`config.mk`:
```
export PLATFORM = sky130hd
export DESIGN_NAME = mips_core
export DESIGN_NICKNAME = d
export VERILOG_FILES = /design/src/hdl/mips_pkg.sv /design/src/hdl/alu.sv /design/src/hdl/reg_file.sv /design/src/hdl/pipe_control.sv /design/src/hdl/fetch_unit.sv /design/src/hdl/decode_stage.sv /design/src/hdl/execute_stage.sv /design/src/hdl/mips_core.sv
export SDC_FILE = /design/constraint.sdc
export NUM_CORES = 2
export LEC_CHECK = 0
export ABC_AREA = 1
export BUFFER_PORTS_ARGS = -buffer_cell sky130_fd_sc_hd__buf_2
export CAP_MARGIN = 0
export CORE_MARGIN = 3
export CORE_UTILIZATION = 36
export DETAILED_ROUTE_END_ITERATION = 16
export PLACE_DENSITY = 0.57
export SYNTH_ARGS = -nofsm -noshare
export SYNTH_HDL_FRONTEND = slang
export SYNTH_SLANG_ARGS = --single-unit
```
`constraint.sdc`:
```
create_clock -name aclk -period 9.1 [get_ports aclk]
set_input_delay 0.91 -clock aclk [delete_from_list [all_inputs] [get_ports aclk]]
set_output_delay 0.91 -clock aclk [all_outputs]
set_load 0.05 [all_outputs]
```
`src/hdl/mips_pkg.sv`:
```
package mips_pkg;

    localparam int XLEN   = 32;
    localparam int REG_AW = 5;

    // first fetch address out of reset
    localparam logic [XLEN-1:0] RESET_PC = 32'h0000_0000;

    // primary opcodes
    localparam logic [5:0] OPC_SPECIAL = 6'h00;
    localparam logic [5:0] OPC_BEQ     = 6'h04;
    localparam logic [5:0] OPC_BNE     = 6'h05;
    localparam logic [5:0] OPC_ADDIU   = 6'h09;
    localparam logic [5:0] OPC_SLTI    = 6'h0a;
    localparam logic [5:0] OPC_ANDI    = 6'h0c;
    localparam logic [5:0] OPC_ORI     = 6'h0d;
    localparam logic [5:0] OPC_XORI    = 6'h0e;
    localparam logic [5:0] OPC_LUI     = 6'h0f;
    localparam logic [5:0] OPC_LW      = 6'h23;
    localparam logic [5:0] OPC_SW      = 6'h2b;

    // function field of SPECIAL
    localparam logic [5:0] FN_SLL  = 6'h00;
    localparam logic [5:0] FN_SRL  = 6'h02;
    localparam logic [5:0] FN_SRA  = 6'h03;
    localparam logic [5:0] FN_ADDU = 6'h21;
    localparam logic [5:0] FN_SUBU = 6'h23;
    localparam logic [5:0] FN_AND  = 6'h24;
    localparam logic [5:0] FN_OR   = 6'h25;
    localparam logic [5:0] FN_XOR  = 6'h26;
    localparam logic [5:0] FN_NOR  = 6'h27;
    localparam logic [5:0] FN_SLT  = 6'h2a;
    localparam logic [5:0] FN_SLTU = 6'h2b;

    localparam int ALU_OP_W = 4;

    localparam logic [ALU_OP_W-1:0] ALU_ADD  = 4'd0;
    localparam logic [ALU_OP_W-1:0] ALU_SUB  = 4'd1;
    localparam logic [ALU_OP_W-1:0] ALU_AND  = 4'd2;
    localparam logic [ALU_OP_W-1:0] ALU_OR   = 4'd3;
    localparam logic [ALU_OP_W-1:0] ALU_XOR  = 4'd4;
    localparam logic [ALU_OP_W-1:0] ALU_NOR  = 4'd5;
    localparam logic [ALU_OP_W-1:0] ALU_SLT  = 4'd6;
    localparam logic [ALU_OP_W-1:0] ALU_SLTU = 4'd7;
    localparam logic [ALU_OP_W-1:0] ALU_SLL  = 4'd8;
    localparam logic [ALU_OP_W-1:0] ALU_SRL  = 4'd9;
    localparam logic [ALU_OP_W-1:0] ALU_SRA  = 4'd10;
    localparam logic [ALU_OP_W-1:0] ALU_LUI  = 4'd11;

    // one instruction word, read as R-type or I-type
    typedef union packed {
        struct packed {
            logic [5:0]        opcode;
            logic [REG_AW-1:0] rs;
            logic [REG_AW-1:0] rt;
            logic [REG_AW-1:0] rd;
            logic [REG_AW-1:0] shamt;
            logic [5:0]        funct;
        } r;
        struct packed {
            logic [5:0]        opcode;
            logic [REG_AW-1:0] rs;
            logic [REG_AW-1:0] rt;
            logic [15:0]       imm16;
        } i;
    } instr_t;

endpackage

```
`src/hdl/alu.sv`:
```
`timescale 1ns/1ns

module alu (
    input  logic [mips_pkg::XLEN-1:0]     a,
    input  logic [mips_pkg::XLEN-1:0]     b,
    input  logic [mips_pkg::REG_AW-1:0]   shamt,
    input  logic [mips_pkg::ALU_OP_W-1:0] op,
    output logic [mips_pkg::XLEN-1:0]     result
);
    import mips_pkg::*;

    logic [XLEN-1:0] sum;
    logic [XLEN-1:0] diff;
    logic            lt_signed;

    assign sum  = a + b;
    assign diff = a - b;

    // signs differ, so the negative one is smaller
    assign lt_signed = (a[XLEN-1] != b[XLEN-1]) ? a[XLEN-1] : diff[XLEN-1];

    always_comb begin
        case (op)
            ALU_ADD:  result = sum;
            ALU_SUB:  result = diff;
            ALU_AND:  result = a & b;
            ALU_OR:   result = a | b;
            ALU_XOR:  result = a ^ b;
            ALU_NOR:  result = ~(a | b);
            ALU_SLT:  result = {{(XLEN-1){1'b0}}, lt_signed};
            ALU_SLTU: result = {{(XLEN-1){1'b0}}, a < b};
            // shifts act on rt
            ALU_SLL:  result = b << shamt;
            ALU_SRL:  result = b >> shamt;
            ALU_SRA:  result = $signed(b) >>> shamt;
            // upper half already placed by decode
            ALU_LUI:  result = b;
            default:  result = sum;
        endcase
    end

endmodule

```
`src/hdl/reg_file.sv`:
```
`timescale 1ns/1ns

module reg_file (
    input  logic                        aclk,
    input  logic                        aresetn,
    input  logic [mips_pkg::REG_AW-1:0] rs,
    input  logic [mips_pkg::REG_AW-1:0] rt,
    input  logic [mips_pkg::REG_AW-1:0] wreg,
    input  logic                        wen,
    input  logic [mips_pkg::XLEN-1:0]   wdata,
    output logic [mips_pkg::XLEN-1:0]   rs_data,
    output logic [mips_pkg::XLEN-1:0]   rt_data
);
    import mips_pkg::*;

    // $0 has no storage
    logic [XLEN-1:0] regs [1:31];
    logic            wr_hit;

    assign wr_hit = wen && wreg != '0;

    always_ff @(posedge aclk) begin
        if (aresetn && wr_hit) begin
            regs[wreg] <= wdata;
        end
    end

    // same-cycle write shows on the read ports
    assign rs_data = (rs == '0)             ? '0    :
                     (wr_hit && wreg == rs) ? wdata : regs[rs];
    assign rt_data = (rt == '0)             ? '0    :
                     (wr_hit && wreg == rt) ? wdata : regs[rt];

endmodule

```
`src/hdl/pipe_control.sv`:
```
`timescale 1ns/1ns

module pipe_control (
    input  logic                        aclk,
    input  logic                        aresetn,
    input  logic [mips_pkg::REG_AW-1:0] id_rs,
    input  logic [mips_pkg::REG_AW-1:0] id_rt,
    input  logic                        id_uses_rs,
    input  logic                        id_uses_rt,
    input  logic                        ex_regwen,
    input  logic [mips_pkg::REG_AW-1:0] ex_wreg,
    output logic                        stall,
    output logic                        ex_bubble
);

    logic hazard;
    logic stalled_q;

    // branch operand still being computed in execute
    assign hazard = ex_regwen &&
                    ((id_uses_rs && id_rs == ex_wreg) || (id_uses_rt && id_rt == ex_wreg));

    // one stall per branch, the retry takes the value from writeback
    assign stall     = hazard && !stalled_q;
    assign ex_bubble = stall;

    always_ff @(posedge aclk) begin
        if (!aresetn) begin
            stalled_q <= 1'b0;
        end else begin
            stalled_q <= stall;
        end
    end

endmodule

```
`src/hdl/fetch_unit.sv`:
```
`timescale 1ns/1ns

module fetch_unit (
    input  logic                      aclk,
    input  logic                      aresetn,
    input  logic                      stall,
    input  logic                      branch_taken,
    input  logic [mips_pkg::XLEN-1:0] branch_target,
    output logic                      inst_req,
    output logic [mips_pkg::XLEN-1:0] inst_addr,
    output logic [mips_pkg::XLEN-1:0] id_pc
);
    import mips_pkg::*;

    logic [XLEN-1:0] pc;

    always_ff @(posedge aclk) begin
        if (!aresetn) begin
            inst_req <= 1'b0;
        end else begin
            inst_req <= 1'b1;
        end
    end

    // on a stall fetch the word in decode again
    assign inst_addr = stall ? id_pc : pc;

    // pc already points at the delay slot when a branch resolves
    always_ff @(posedge aclk) begin
        if (!aresetn) begin
            pc <= RESET_PC;
        end else if (inst_req && !stall) begin
            pc <= branch_taken ? branch_target : pc + 4;
        end
    end

    // address issued last cycle, pairs with inst_rdata
    always_ff @(posedge aclk) begin
        id_pc <= inst_addr;
    end

endmodule

```
`src/hdl/decode_stage.sv`:
```
`timescale 1ns/1ns

module decode_stage (
    input  logic                          aclk,
    input  logic                          aresetn,
    input  logic [mips_pkg::XLEN-1:0]     inst_rdata,
    input  logic [mips_pkg::XLEN-1:0]     id_pc,
    input  logic [mips_pkg::XLEN-1:0]     rs_data,
    input  logic [mips_pkg::XLEN-1:0]     rt_data,
    input  logic                          stall,
    input  logic                          ex_bubble,
    input  logic                          wb_regwen,
    input  logic [mips_pkg::REG_AW-1:0]   wb_wreg,
    input  logic [mips_pkg::XLEN-1:0]     wb_data,
    output logic [mips_pkg::REG_AW-1:0]   id_rs,
    output logic [mips_pkg::REG_AW-1:0]   id_rt,
    output logic                          id_uses_rs,
    output logic                          id_uses_rt,
    output logic                          branch_taken,
    output logic [mips_pkg::XLEN-1:0]     branch_target,
    output logic [mips_pkg::XLEN-1:0]     ex_pc,
    output logic [mips_pkg::XLEN-1:0]     ex_a,
    output logic [mips_pkg::XLEN-1:0]     ex_b,
    output logic [mips_pkg::XLEN-1:0]     ex_imm,
    output logic                          ex_use_imm,
    output logic                          ex_load,
    output logic                          ex_store,
    output logic                          ex_regwen,
    output logic [mips_pkg::REG_AW-1:0]   ex_wreg,
    output logic [mips_pkg::REG_AW-1:0]   ex_rs,
    output logic [mips_pkg::REG_AW-1:0]   ex_rt,
    output logic [mips_pkg::REG_AW-1:0]   ex_shamt,
    output logic [mips_pkg::ALU_OP_W-1:0] ex_alu_op
);
    import mips_pkg::*;

    logic                fetch_live;
    logic                id_valid;
    instr_t              ins;
    logic                op_special;
    logic                op_branch;
    logic                op_load;
    logic                op_store;
    logic                op_imm;
    logic                fn_known;
    logic                writes;
    logic [REG_AW-1:0]   wreg;
    logic [ALU_OP_W-1:0] alu_op;
    logic [XLEN-1:0]     imm;
    logic [XLEN-1:0]     rs_fwd;
    logic [XLEN-1:0]     rt_fwd;
    logic                rs_eq;

    // first response after reset answers no request
    always_ff @(posedge aclk) begin
        if (!aresetn) begin
            fetch_live <= 1'b0;
            id_valid   <= 1'b0;
        end else begin
            fetch_live <= 1'b1;
            id_valid   <= fetch_live;
        end
    end

    assign ins   = id_valid ? inst_rdata : '0;
    assign id_rs = ins.r.rs;
    assign id_rt = ins.r.rt;

    assign op_special = ins.r.opcode == OPC_SPECIAL;
    assign op_branch  = ins.i.opcode == OPC_BEQ || ins.i.opcode == OPC_BNE;
    assign op_load    = ins.i.opcode == OPC_LW;
    assign op_store   = ins.i.opcode == OPC_SW;

    always_comb begin
        alu_op   = ALU_ADD;
        op_imm   = 1'b0;
        fn_known = 1'b1;
        if (op_special) begin
            case (ins.r.funct)
                FN_ADDU: alu_op = ALU_ADD;
                FN_SUBU: alu_op = ALU_SUB;
                FN_AND:  alu_op = ALU_AND;
                FN_OR:   alu_op = ALU_OR;
                FN_XOR:  alu_op = ALU_XOR;
                FN_NOR:  alu_op = ALU_NOR;
                FN_SLT:  alu_op = ALU_SLT;
                FN_SLTU: alu_op = ALU_SLTU;
                FN_SLL:  alu_op = ALU_SLL;
                FN_SRL:  alu_op = ALU_SRL;
                FN_SRA:  alu_op = ALU_SRA;
                default: fn_known = 1'b0;
            endcase
        end else begin
            op_imm = 1'b1;
            case (ins.i.opcode)
                OPC_ADDIU: alu_op = ALU_ADD;
                OPC_ANDI:  alu_op = ALU_AND;
                OPC_ORI:   alu_op = ALU_OR;
                OPC_XORI:  alu_op = ALU_XOR;
                OPC_SLTI:  alu_op = ALU_SLT;
                OPC_LUI:   alu_op = ALU_LUI;
                default:   op_imm = 1'b0;
            endcase
        end
    end

    always_comb begin
        case (ins.i.opcode)
            OPC_ANDI, OPC_ORI, OPC_XORI: imm = {{(XLEN-16){1'b0}}, ins.i.imm16};
            OPC_LUI: imm = {ins.i.imm16, {(XLEN-16){1'b0}}};
            default: imm = {{(XLEN-16){ins.i.imm16[15]}}, ins.i.imm16};
        endcase
    end

    assign writes = (op_special && fn_known) || op_imm || op_load;
    assign wreg   = op_special ? ins.r.rd : ins.i.rt;

    assign rs_fwd = (wb_regwen && wb_wreg == id_rs) ? wb_data : rs_data;
    assign rt_fwd = (wb_regwen && wb_wreg == id_rt) ? wb_data : rt_data;

    // beq/bne read both registers
    assign id_uses_rs    = op_branch;
    assign id_uses_rt    = op_branch;
    assign rs_eq         = rs_fwd == rt_fwd;
    assign branch_taken  = op_branch && ((ins.i.opcode == OPC_BEQ) ? rs_eq : !rs_eq);
    assign branch_target = id_pc + 4 + {{(XLEN-18){ins.i.imm16[15]}}, ins.i.imm16, 2'b00};

    always_ff @(posedge aclk) begin
        if (!aresetn || ex_bubble) begin
            ex_regwen <= 1'b0;
            ex_load   <= 1'b0;
            ex_store  <= 1'b0;
        end else if (!stall) begin
            ex_regwen <= writes && wreg != '0;
            ex_load   <= op_load;
            ex_store  <= op_store;
        end
    end

    always_ff @(posedge aclk) begin
        if (!stall) begin
            ex_pc      <= id_pc;
            ex_a       <= rs_fwd;
            ex_b       <= rt_fwd;
            ex_imm     <= imm;
            ex_use_imm <= op_imm || op_load || op_store;
            ex_wreg    <= wreg;
            ex_rs      <= id_rs;
            ex_rt      <= id_rt;
            ex_shamt   <= ins.r.shamt;
            ex_alu_op  <= alu_op;
        end
    end

endmodule

```
`src/hdl/execute_stage.sv`:
```
`timescale 1ns/1ns

module execute_stage (
    input  logic                          aclk,
    input  logic                          aresetn,
    input  logic [mips_pkg::XLEN-1:0]     ex_pc,
    input  logic [mips_pkg::XLEN-1:0]     ex_a,
    input  logic [mips_pkg::XLEN-1:0]     ex_b,
    input  logic [mips_pkg::XLEN-1:0]     ex_imm,
    input  logic                          ex_use_imm,
    input  logic                          ex_load,
    input  logic                          ex_store,
    input  logic                          ex_regwen,
    input  logic [mips_pkg::REG_AW-1:0]   ex_wreg,
    input  logic [mips_pkg::REG_AW-1:0]   ex_rs,
    input  logic [mips_pkg::REG_AW-1:0]   ex_rt,
    input  logic [mips_pkg::REG_AW-1:0]   ex_shamt,
    input  logic [mips_pkg::ALU_OP_W-1:0] ex_alu_op,
    input  logic [mips_pkg::XLEN-1:0]     data_rdata,
    output logic                          data_req,
    output logic                          data_wr,
    output logic [mips_pkg::XLEN-1:0]     data_addr,
    output logic [mips_pkg::XLEN-1:0]     data_wdata,
    output logic [3:0]                    data_wstrb,
    output logic                          wb_regwen,
    output logic [mips_pkg::REG_AW-1:0]   wb_wreg,
    output logic [mips_pkg::XLEN-1:0]     wb_data,
    output logic [mips_pkg::XLEN-1:0]     debug_wb_pc,
    output logic [3:0]                    debug_wb_rf_wen,
    output logic [mips_pkg::REG_AW-1:0]   debug_wb_rf_wnum,
    output logic [mips_pkg::XLEN-1:0]     debug_wb_rf_wdata
);
    import mips_pkg::*;

    logic [XLEN-1:0] op_a;
    logic [XLEN-1:0] op_b;
    logic [XLEN-1:0] alu_b;
    logic [XLEN-1:0] alu_result;
    logic [XLEN-1:0] wb_pc;
    logic [XLEN-1:0] wb_result;
    logic            wb_load;

    // previous instruction sits in writeback
    assign op_a  = (wb_regwen && wb_wreg == ex_rs) ? wb_data : ex_a;
    assign op_b  = (wb_regwen && wb_wreg == ex_rt) ? wb_data : ex_b;
    assign alu_b = ex_use_imm ? ex_imm : op_b;

    alu u_alu (
        .a      (op_a),
        .b      (alu_b),
        .shamt  (ex_shamt),
        .op     (ex_alu_op),
        .result (alu_result)
    );

    // word access only
    assign data_req   = ex_load || ex_store;
    assign data_wr    = ex_store;
    assign data_addr  = alu_result;
    assign data_wdata = op_b;
    assign data_wstrb = {4{ex_store}};

    always_ff @(posedge aclk) begin
        if (!aresetn) begin
            wb_regwen <= 1'b0;
            wb_load   <= 1'b0;
        end else begin
            wb_regwen <= ex_regwen;
            wb_load   <= ex_load;
        end
    end

    always_ff @(posedge aclk) begin
        wb_pc     <= ex_pc;
        wb_wreg   <= ex_wreg;
        wb_result <= alu_result;
    end

    // load data arrives in this cycle
    assign wb_data = wb_load ? data_rdata : wb_result;

    assign debug_wb_pc       = wb_pc;
    assign debug_wb_rf_wen   = {4{wb_regwen}};
    assign debug_wb_rf_wnum  = wb_wreg;
    assign debug_wb_rf_wdata = wb_data;

endmodule

```
`src/hdl/mips_core.sv`:
```
`timescale 1ns/1ns

module mips_core (
    input  logic                            aclk,
    input  logic                            aresetn,
    output logic                            inst_req,
    output logic [mips_pkg::XLEN-1:0]       inst_addr,
    input  logic [mips_pkg::XLEN-1:0]       inst_rdata,
    output logic                            data_req,
    output logic                            data_wr,
    output logic [mips_pkg::XLEN-1:0]       data_addr,
    output logic [3:0]                      data_wstrb,
    output logic [mips_pkg::XLEN-1:0]       data_wdata,
    input  logic [mips_pkg::XLEN-1:0]       data_rdata,
    output logic [mips_pkg::XLEN-1:0]       debug_wb_pc,
    output logic [3:0]                      debug_wb_rf_wen,
    output logic [mips_pkg::REG_AW-1:0]     debug_wb_rf_wnum,
    output logic [mips_pkg::XLEN-1:0]       debug_wb_rf_wdata
);
    import mips_pkg::*;

    logic                stall;
    logic                ex_bubble;

    // fetch <-> decode
    logic [XLEN-1:0]     id_pc;
    logic                branch_taken;
    logic [XLEN-1:0]     branch_target;
    logic [REG_AW-1:0]   id_rs;
    logic [REG_AW-1:0]   id_rt;
    logic                id_uses_rs;
    logic                id_uses_rt;
    logic [XLEN-1:0]     rs_data;
    logic [XLEN-1:0]     rt_data;

    // decode -> execute
    logic [XLEN-1:0]     ex_pc;
    logic [XLEN-1:0]     ex_a;
    logic [XLEN-1:0]     ex_b;
    logic [XLEN-1:0]     ex_imm;
    logic                ex_use_imm;
    logic                ex_load;
    logic                ex_store;
    logic                ex_regwen;
    logic [REG_AW-1:0]   ex_wreg;
    logic [REG_AW-1:0]   ex_rs;
    logic [REG_AW-1:0]   ex_rt;
    logic [REG_AW-1:0]   ex_shamt;
    logic [ALU_OP_W-1:0] ex_alu_op;

    // writeback, also the forwarding source
    logic                wb_regwen;
    logic [REG_AW-1:0]   wb_wreg;
    logic [XLEN-1:0]     wb_data;

    pipe_control u_pipe_control (.*);

    fetch_unit u_fetch_unit (.*);

    decode_stage u_decode_stage (.*);

    reg_file u_reg_file (
        .aclk    (aclk),
        .aresetn (aresetn),
        .rs      (id_rs),
        .rt      (id_rt),
        .wreg    (wb_wreg),
        .wen     (wb_regwen),
        .wdata   (wb_data),
        .rs_data (rs_data),
        .rt_data (rt_data)
    );

    execute_stage u_execute_stage (.*);

endmodule

```
# Yosys cells after proc, flatten, opt, wreduce, memory -nomap -nowiden
# Memories as Yosys holds them, arrays and structs flattened.
# Cells that the tools add are included.
dict set report word_totals {
  reg_bits 294
  ram_bits 992
  inputBits 66
  out_inout_bits 176
  word_cells 141
  memories 1
}
# name depth width read_ports rd_ports_with_merged_regs write_ports line
set mem_list {}
lappend mem_list {u_reg_file.regs 31 32 2 0 1 reg_file.sv:17} ;# logic [XLEN-1:0] regs [1:31];
dict set report op_classes {
  addsub 5
  order_cmp 1
  eq_ne 39
  shift 3
  muxes 28
  bitwise_logic 4
  reduce_logical 37
}
# cell n
set op_table {}
lappend op_table {{32-bit two-way mux} 13}
lappend op_table {{32-bit one-hot mux with 11 select lines} 1}
lappend op_table {{32-bit by 3-bit adder with 32-bit output, second input constant} 2}
lappend op_table {{32-bit adder} 2}
lappend op_table {{32-bit one-hot mux with 2 select lines} 1}
lappend op_table {{6-bit equality test, second input constant} 10}
lappend op_table {{4-bit one-hot mux with 10 select lines} 1}
lappend op_table {{6-bit by 4-bit equality test with 1-bit output, second input constant} 6}
lappend op_table {{32-bit bitwise AND} 1}
lappend op_table {{32-bit equality test} 1}
lappend op_table {{32-bit < comparator} 1}
lappend op_table {{32-bit NOT} 1}
lappend op_table {{32-bit bitwise OR} 1}
lappend op_table {{32-bit by 5-bit left shift with 32-bit output} 1}
lappend op_table {{32-bit by 5-bit >> shifter with 32-bit output} 1}
lappend op_table {{32-bit by 5-bit >>> shifter with 32-bit output} 1}
lappend op_table {{32-bit subtractor} 1}
lappend op_table {{32-bit XOR} 1}
lappend op_table {{5-bit equality test} 6}
lappend op_table {{4-bit one-hot mux with 5 select lines} 1}
lappend op_table {{4-bit by 3-bit equality test with 1-bit output, second input constant} 4}
lappend op_table {{4-bit equality test, second input constant} 4}
lappend op_table {{1-bit logical AND} 16}
lappend op_table {{6-bit by 2-bit equality test with 1-bit output, second input constant} 2}
lappend op_table {{15 further kinds} 38}

# Logic depth before layout (Yosys ltp)
dict set report logic_depth {
  depth_word 11
  ltp_mapped 34
  mapped_depth_nobuf 31
}

# Cells and area by module
# Synthesis repeated with hierarchy kept, for this count alone.
dict set report hier_totals {
  hier_cells 11033
  hier_area_um2 81529.4
}
# module instances cells_per_inst area_each_um2 seq_area_each_um2
set by_module_without_submodules {}
lappend by_module_without_submodules {reg_file 1 6582 53550.1 29788.6}
lappend by_module_without_submodules {alu 1 2065 10239.8 0.0}
lappend by_module_without_submodules {decode_stage 1 1202 9890.7 4694.5}
lappend by_module_without_submodules {execute_stage 1 619 4172.8 1421.4}
lappend by_module_without_submodules {fetch_unit 1 504 3412.0 1301.2}
lappend by_module_without_submodules {pipe_control 1 61 264.0 20.0}

# Least setup slack after synthesis
# OpenSTA, ideal clock, no wires.
dict set report synth_path {
  kind {input to output}
  from {input port inst_rdata[16] (netlist name)}
  to {output port inst_addr[2] (netlist name)}
  t_arrival_ns 8.640
  t_required_ns 8.190
  path_slack_ns -0.450
  path_stages 10
  path_buffers 4
  cell_sequence {buf_2 -> nand2_2 -> buf_2 -> clkbuf_1 -> xor2_1 -> nand4_1 -> o41ai_1 -> nand2_1 -> clkbuf_1 -> o21ai_0}
}
dict set report synth_via {
  elab_chain_len 7
}
# item line
set synth_rtl {}
lappend synth_rtl {{from (decl)} mips_core.sv:8} ;# input logic [mips_pkg::XLEN-1:0] inst_rdata,
lappend synth_rtl {{32-bit two-way mux} decode_stage.sv:65} ;# assign ins = id_valid ? inst_rdata : '0;
lappend synth_rtl {{5-bit equality test} pipe_control.sv:21} ;# ((id_uses_rs && id_rs == ex_wreg) || (id_uses_rt && id_rt == ex_wreg));
lappend synth_rtl {{1-bit logical AND} pipe_control.sv:21}
lappend synth_rtl {{1-bit logical OR} pipe_control.sv:21}
lappend synth_rtl {{1-bit logical AND} pipe_control.sv:20} ;# assign hazard = ex_regwen &&
lappend synth_rtl {{1-bit logical AND} pipe_control.sv:24} ;# assign stall = hazard && !stalled_q;
lappend synth_rtl {{32-bit two-way mux} fetch_unit.sv:26} ;# assign inst_addr = stall ? id_pc : pc;
lappend synth_rtl {{to (decl)} mips_core.sv:7} ;# output logic [mips_pkg::XLEN-1:0] inst_addr,
# Every way passes these cells.

# Worst setup path after layout
dict set report layout_path {
  from {register u_execute_stage.wb_wreg, in the netlist u_execute_stage.debug_wb_rf_wnum[0]}
  to {output port data_addr[31] (netlist name)}
}
dict set report layout_via {
  elab_chain_len 7
  elab_cells_between_ends 17
  classes_between {2 x add/sub; 2 x eq/ne; 3 x shift; 4 x mux; 4 x bitwise; 2 x reduce/logical}
}
# item line
set layout_rtl {}
lappend layout_rtl {{from (decl)} execute_stage.sv:26} ;# output logic [mips_pkg::REG_AW-1:0] wb_wreg,
lappend layout_rtl {{from (signal assigned)} execute_stage.sv:75} ;# wb_wreg <= ex_wreg;
lappend layout_rtl {{parallel branches: the longest is 6 deep, another holds 32-bit adder} --}
lappend layout_rtl {{32-bit one-hot mux with 11 select lines *} alu.sv:23} ;# case (op)
lappend layout_rtl {{to (decl)} mips_core.sv:11} ;# output logic [mips_pkg::XLEN-1:0] data_addr,
# Every way passes the cells marked *.

==> reports/metrics.cfg <==
[setup_path]
crit_type = reg2out
cp_slowest_cell = a21boi_0
cp_data_required_time_ns = 8.19
cpMostUsedCell = nand2_1
cp-end-kind = output pin
arrival_ns = 7.43
critPathLaunchType = flop
path_buf_inv = 5
crit_family = compound AO/OA/AOI/OAI gates
cp_max_fo = 30
critPathMaxStageDelay_ns = 0.98

[route]
drc = 0
drtIter0Drc = 9610
vias = 72600
viasPerCell = 5.76
ant_nets = 0
route.final.wire_length_um = 353000
wl_per_cell_um = 28.0
drtPass1Iterations = 9

[cts]
numCtsBuffers = 148
cts_resized = 0
post_cts_buffers = 0
clock_sinks = 1286
cts_tree = yes
cts_hold_buf = 0
h-tree-depth = 4
clock_latency_ns = 0.84
clkTransAtPathRegs_ns = 0.06
clk_path_buf_depth = 3
root_buffer = clkbuf_16

[logic_synthesis]
ys_ff_latch = 1286
avgSynthCellArea_um2 = 7.82
synth_area_leader_cell = edfxtp_1
synth_ff_type = edfxtp_1
async_flop_share = 0
synth_top_area_frac = 0.455
ys_seq_area_frac = 0.492
yosysMostFrequentCell = nand2_1
ys_warn_count = 0
synth.distinct_cells = 61
syn-cell-area_mm2 = 0.0756
netlist_top_cells_count = 3196 x nand2_1, 1923 x nand3_1, 1145 x edfxtp_1
postSynthNetCount = 9897
synth_edf_count = 1145
syn_inst = 9668
synthTopCellsByArea = edfxtp_1 45%, nand2_1 16%, nand3_1 13%, inv_1 4.3%, dfxtp_1 3.7%

[timing]
setup_violations = 0
relSlewSlack = 0.0185
worst_slack_ns = 0.758
drv_slew = 0
worst_slew_pin_slew_ns = 1.44
post-route-period-util = 0.917
fin_tns_setup_ns = 0
skew_ns = 0.0448
clock.fmax_mhz = 120
rsz0062_at_grt = no
period_minus_slack_ns = 8.34
whs_ns = 0.339
hold_violations = 0

[grt]
antenna_found_initial = 18
grt_overflow = 0
grt_max_degree = 178
grt_pass1_vias = 67600
grt_pass1_wl_um = 497000
grtUsageTotal = 0.317

[finish]
final_util = 0.408
largest_reg_flops = 992
final_cells = 12600
top_register = u_reg_file.regs
drive_above_1_share = 0.0834
finalInstanceArea_mm2 = 0.0847
syn2layout_area_growth_pct = 12.1
final_nets = 9911

[power_and_ir_drop]
p_leak_nw = 36.4
power.density_mw_per_mm2 = 202
power_mw = 17.2
ir_drop_uv = 217

[die]
core_mm2 = 0.208
ios = 242
die_w_um = 464
num_rows = 167
dieArea_mm2 = 0.215
die_h_um = 464
start_util = 0.364

[worst_hold_path]
min_path_type = in2reg

[outcome]
outcome = finished with violations
violations = capacitance limit

[placed_design]
dp_hpwl_um = 232000
dp_slack_ns = 1.65
post_dp_cell_area_mm2 = 0.0800
portBuffers = 241
place_inst = 12300
globalplace.congestion = 1.02

[run]
drv_cap = 1

==> power breakdown <==
group | total [mW] | internal [mW] | switching (mW)
Combinational | 4.15 | 0.816 | 3.34
Sequential | 7.08 | 7.01 | 0.0697
Clock | 5.92 | 3.35 | 2.57
Total | 17.2 | 11.2 | 5.98
==> path summary, 6_finish.rpt <==
path / cells past startpoint / startpoint / to / slack, ns
worst max-delay path: 26 / u_execute_stage.debug_wb_rf_wnum[0] / data_addr[31] / 0.76
worst min-delay path: 1 / aresetn / u_decode_stage.fetch_live / 0.34
worst min register to register: 0 / u_decode_stage.ex_pc[22] / u_execute_stage.debug_wb_pc[22] / 0.34
worst max register to register: 22 / u_decode_stage.id_valid / u_fetch_unit.pc[0] / 2.18
==> layout make-up <==
| class | count | area [um^2] |
|---|---|---|
| clock inverters | 82 | 759 |
| diodes | 13 | 32.5 |
| multi-input cells | 6878 | 32800 |
| flip-flops and latches | 1286 | 37200 |
| clock buffers | 187 | 3950 |
| well taps | 2788 | 3490 |
| inverters | 902 | 3420 |
| fillers | 20900 | 123000 |
| repair buffers | 466 | 3090 |
==> layout by cell type (no fill, tap or decap), types with 30 or more instances in the layout <==
cell	n
clkinv_1	43
nand3_1	1922
clkbuf_16	149
or2_2	30
buf_2	239
a21oi_1	271
xor2_1	67
o21ai_0	333
buf_4	211
nor2_1	415
inv_2	33
inv_1	853
nor3_1	67
clkbuf_1	30
o211ai_1	89
dfxtp_1	139
ha_1	159
edfxtp_1	1145
nand2_1	3194
nor2_4	38
==> cells by family after synthesis <==
logic type               after synthesis  synth area share
AO/OA/AOI/OAI                        888            0.0678
XOR/XNOR                              92            0.0107
adder cells (fa/ha/maj)              163            0.0274
buffers and inverters               1504            0.0800
flip-flops                          1286             0.492
multiplexers                           2          0.000281
AND/OR/NAND/NOR                     5733             0.322
==> metal layers <==
metal	wire length, um	vias up	share of wire	global-route usage
met4	20700	10	0.059	0.166
met2	157000	4498	0.45	0.492
met1	138000	34900	0.39	0.413
met3	36800	920	0.10	0.0675
li1	-	32300	-	-
met5	71	-	0.00020	0
==> worst reg2reg max path, stage by stage, from the launching register on <==
cell	delay, ns
dfxtp_4	0.73
buf_4	0.64
nand2_2	0.46
buf_4	0.48
a31oi_4	0.92
buf_4	0.35
nand3_1	0.17
nand3_1	0.16
nand2_1	0.10
inv_1	0.12
nand2_1	0.07
nand2_1	0.06
nand2_1	0.06
nor2_1	0.10
nand2_1	0.17
nor2_1	0.50
nand2_1	0.17
nand2_1	0.10
nand3_2	0.53
inv_2	0.54
nand2_1	0.13
nand2_1	0.11
a21oi_1	0.06
Note: power is estimated with default switching activity, not from simulation.
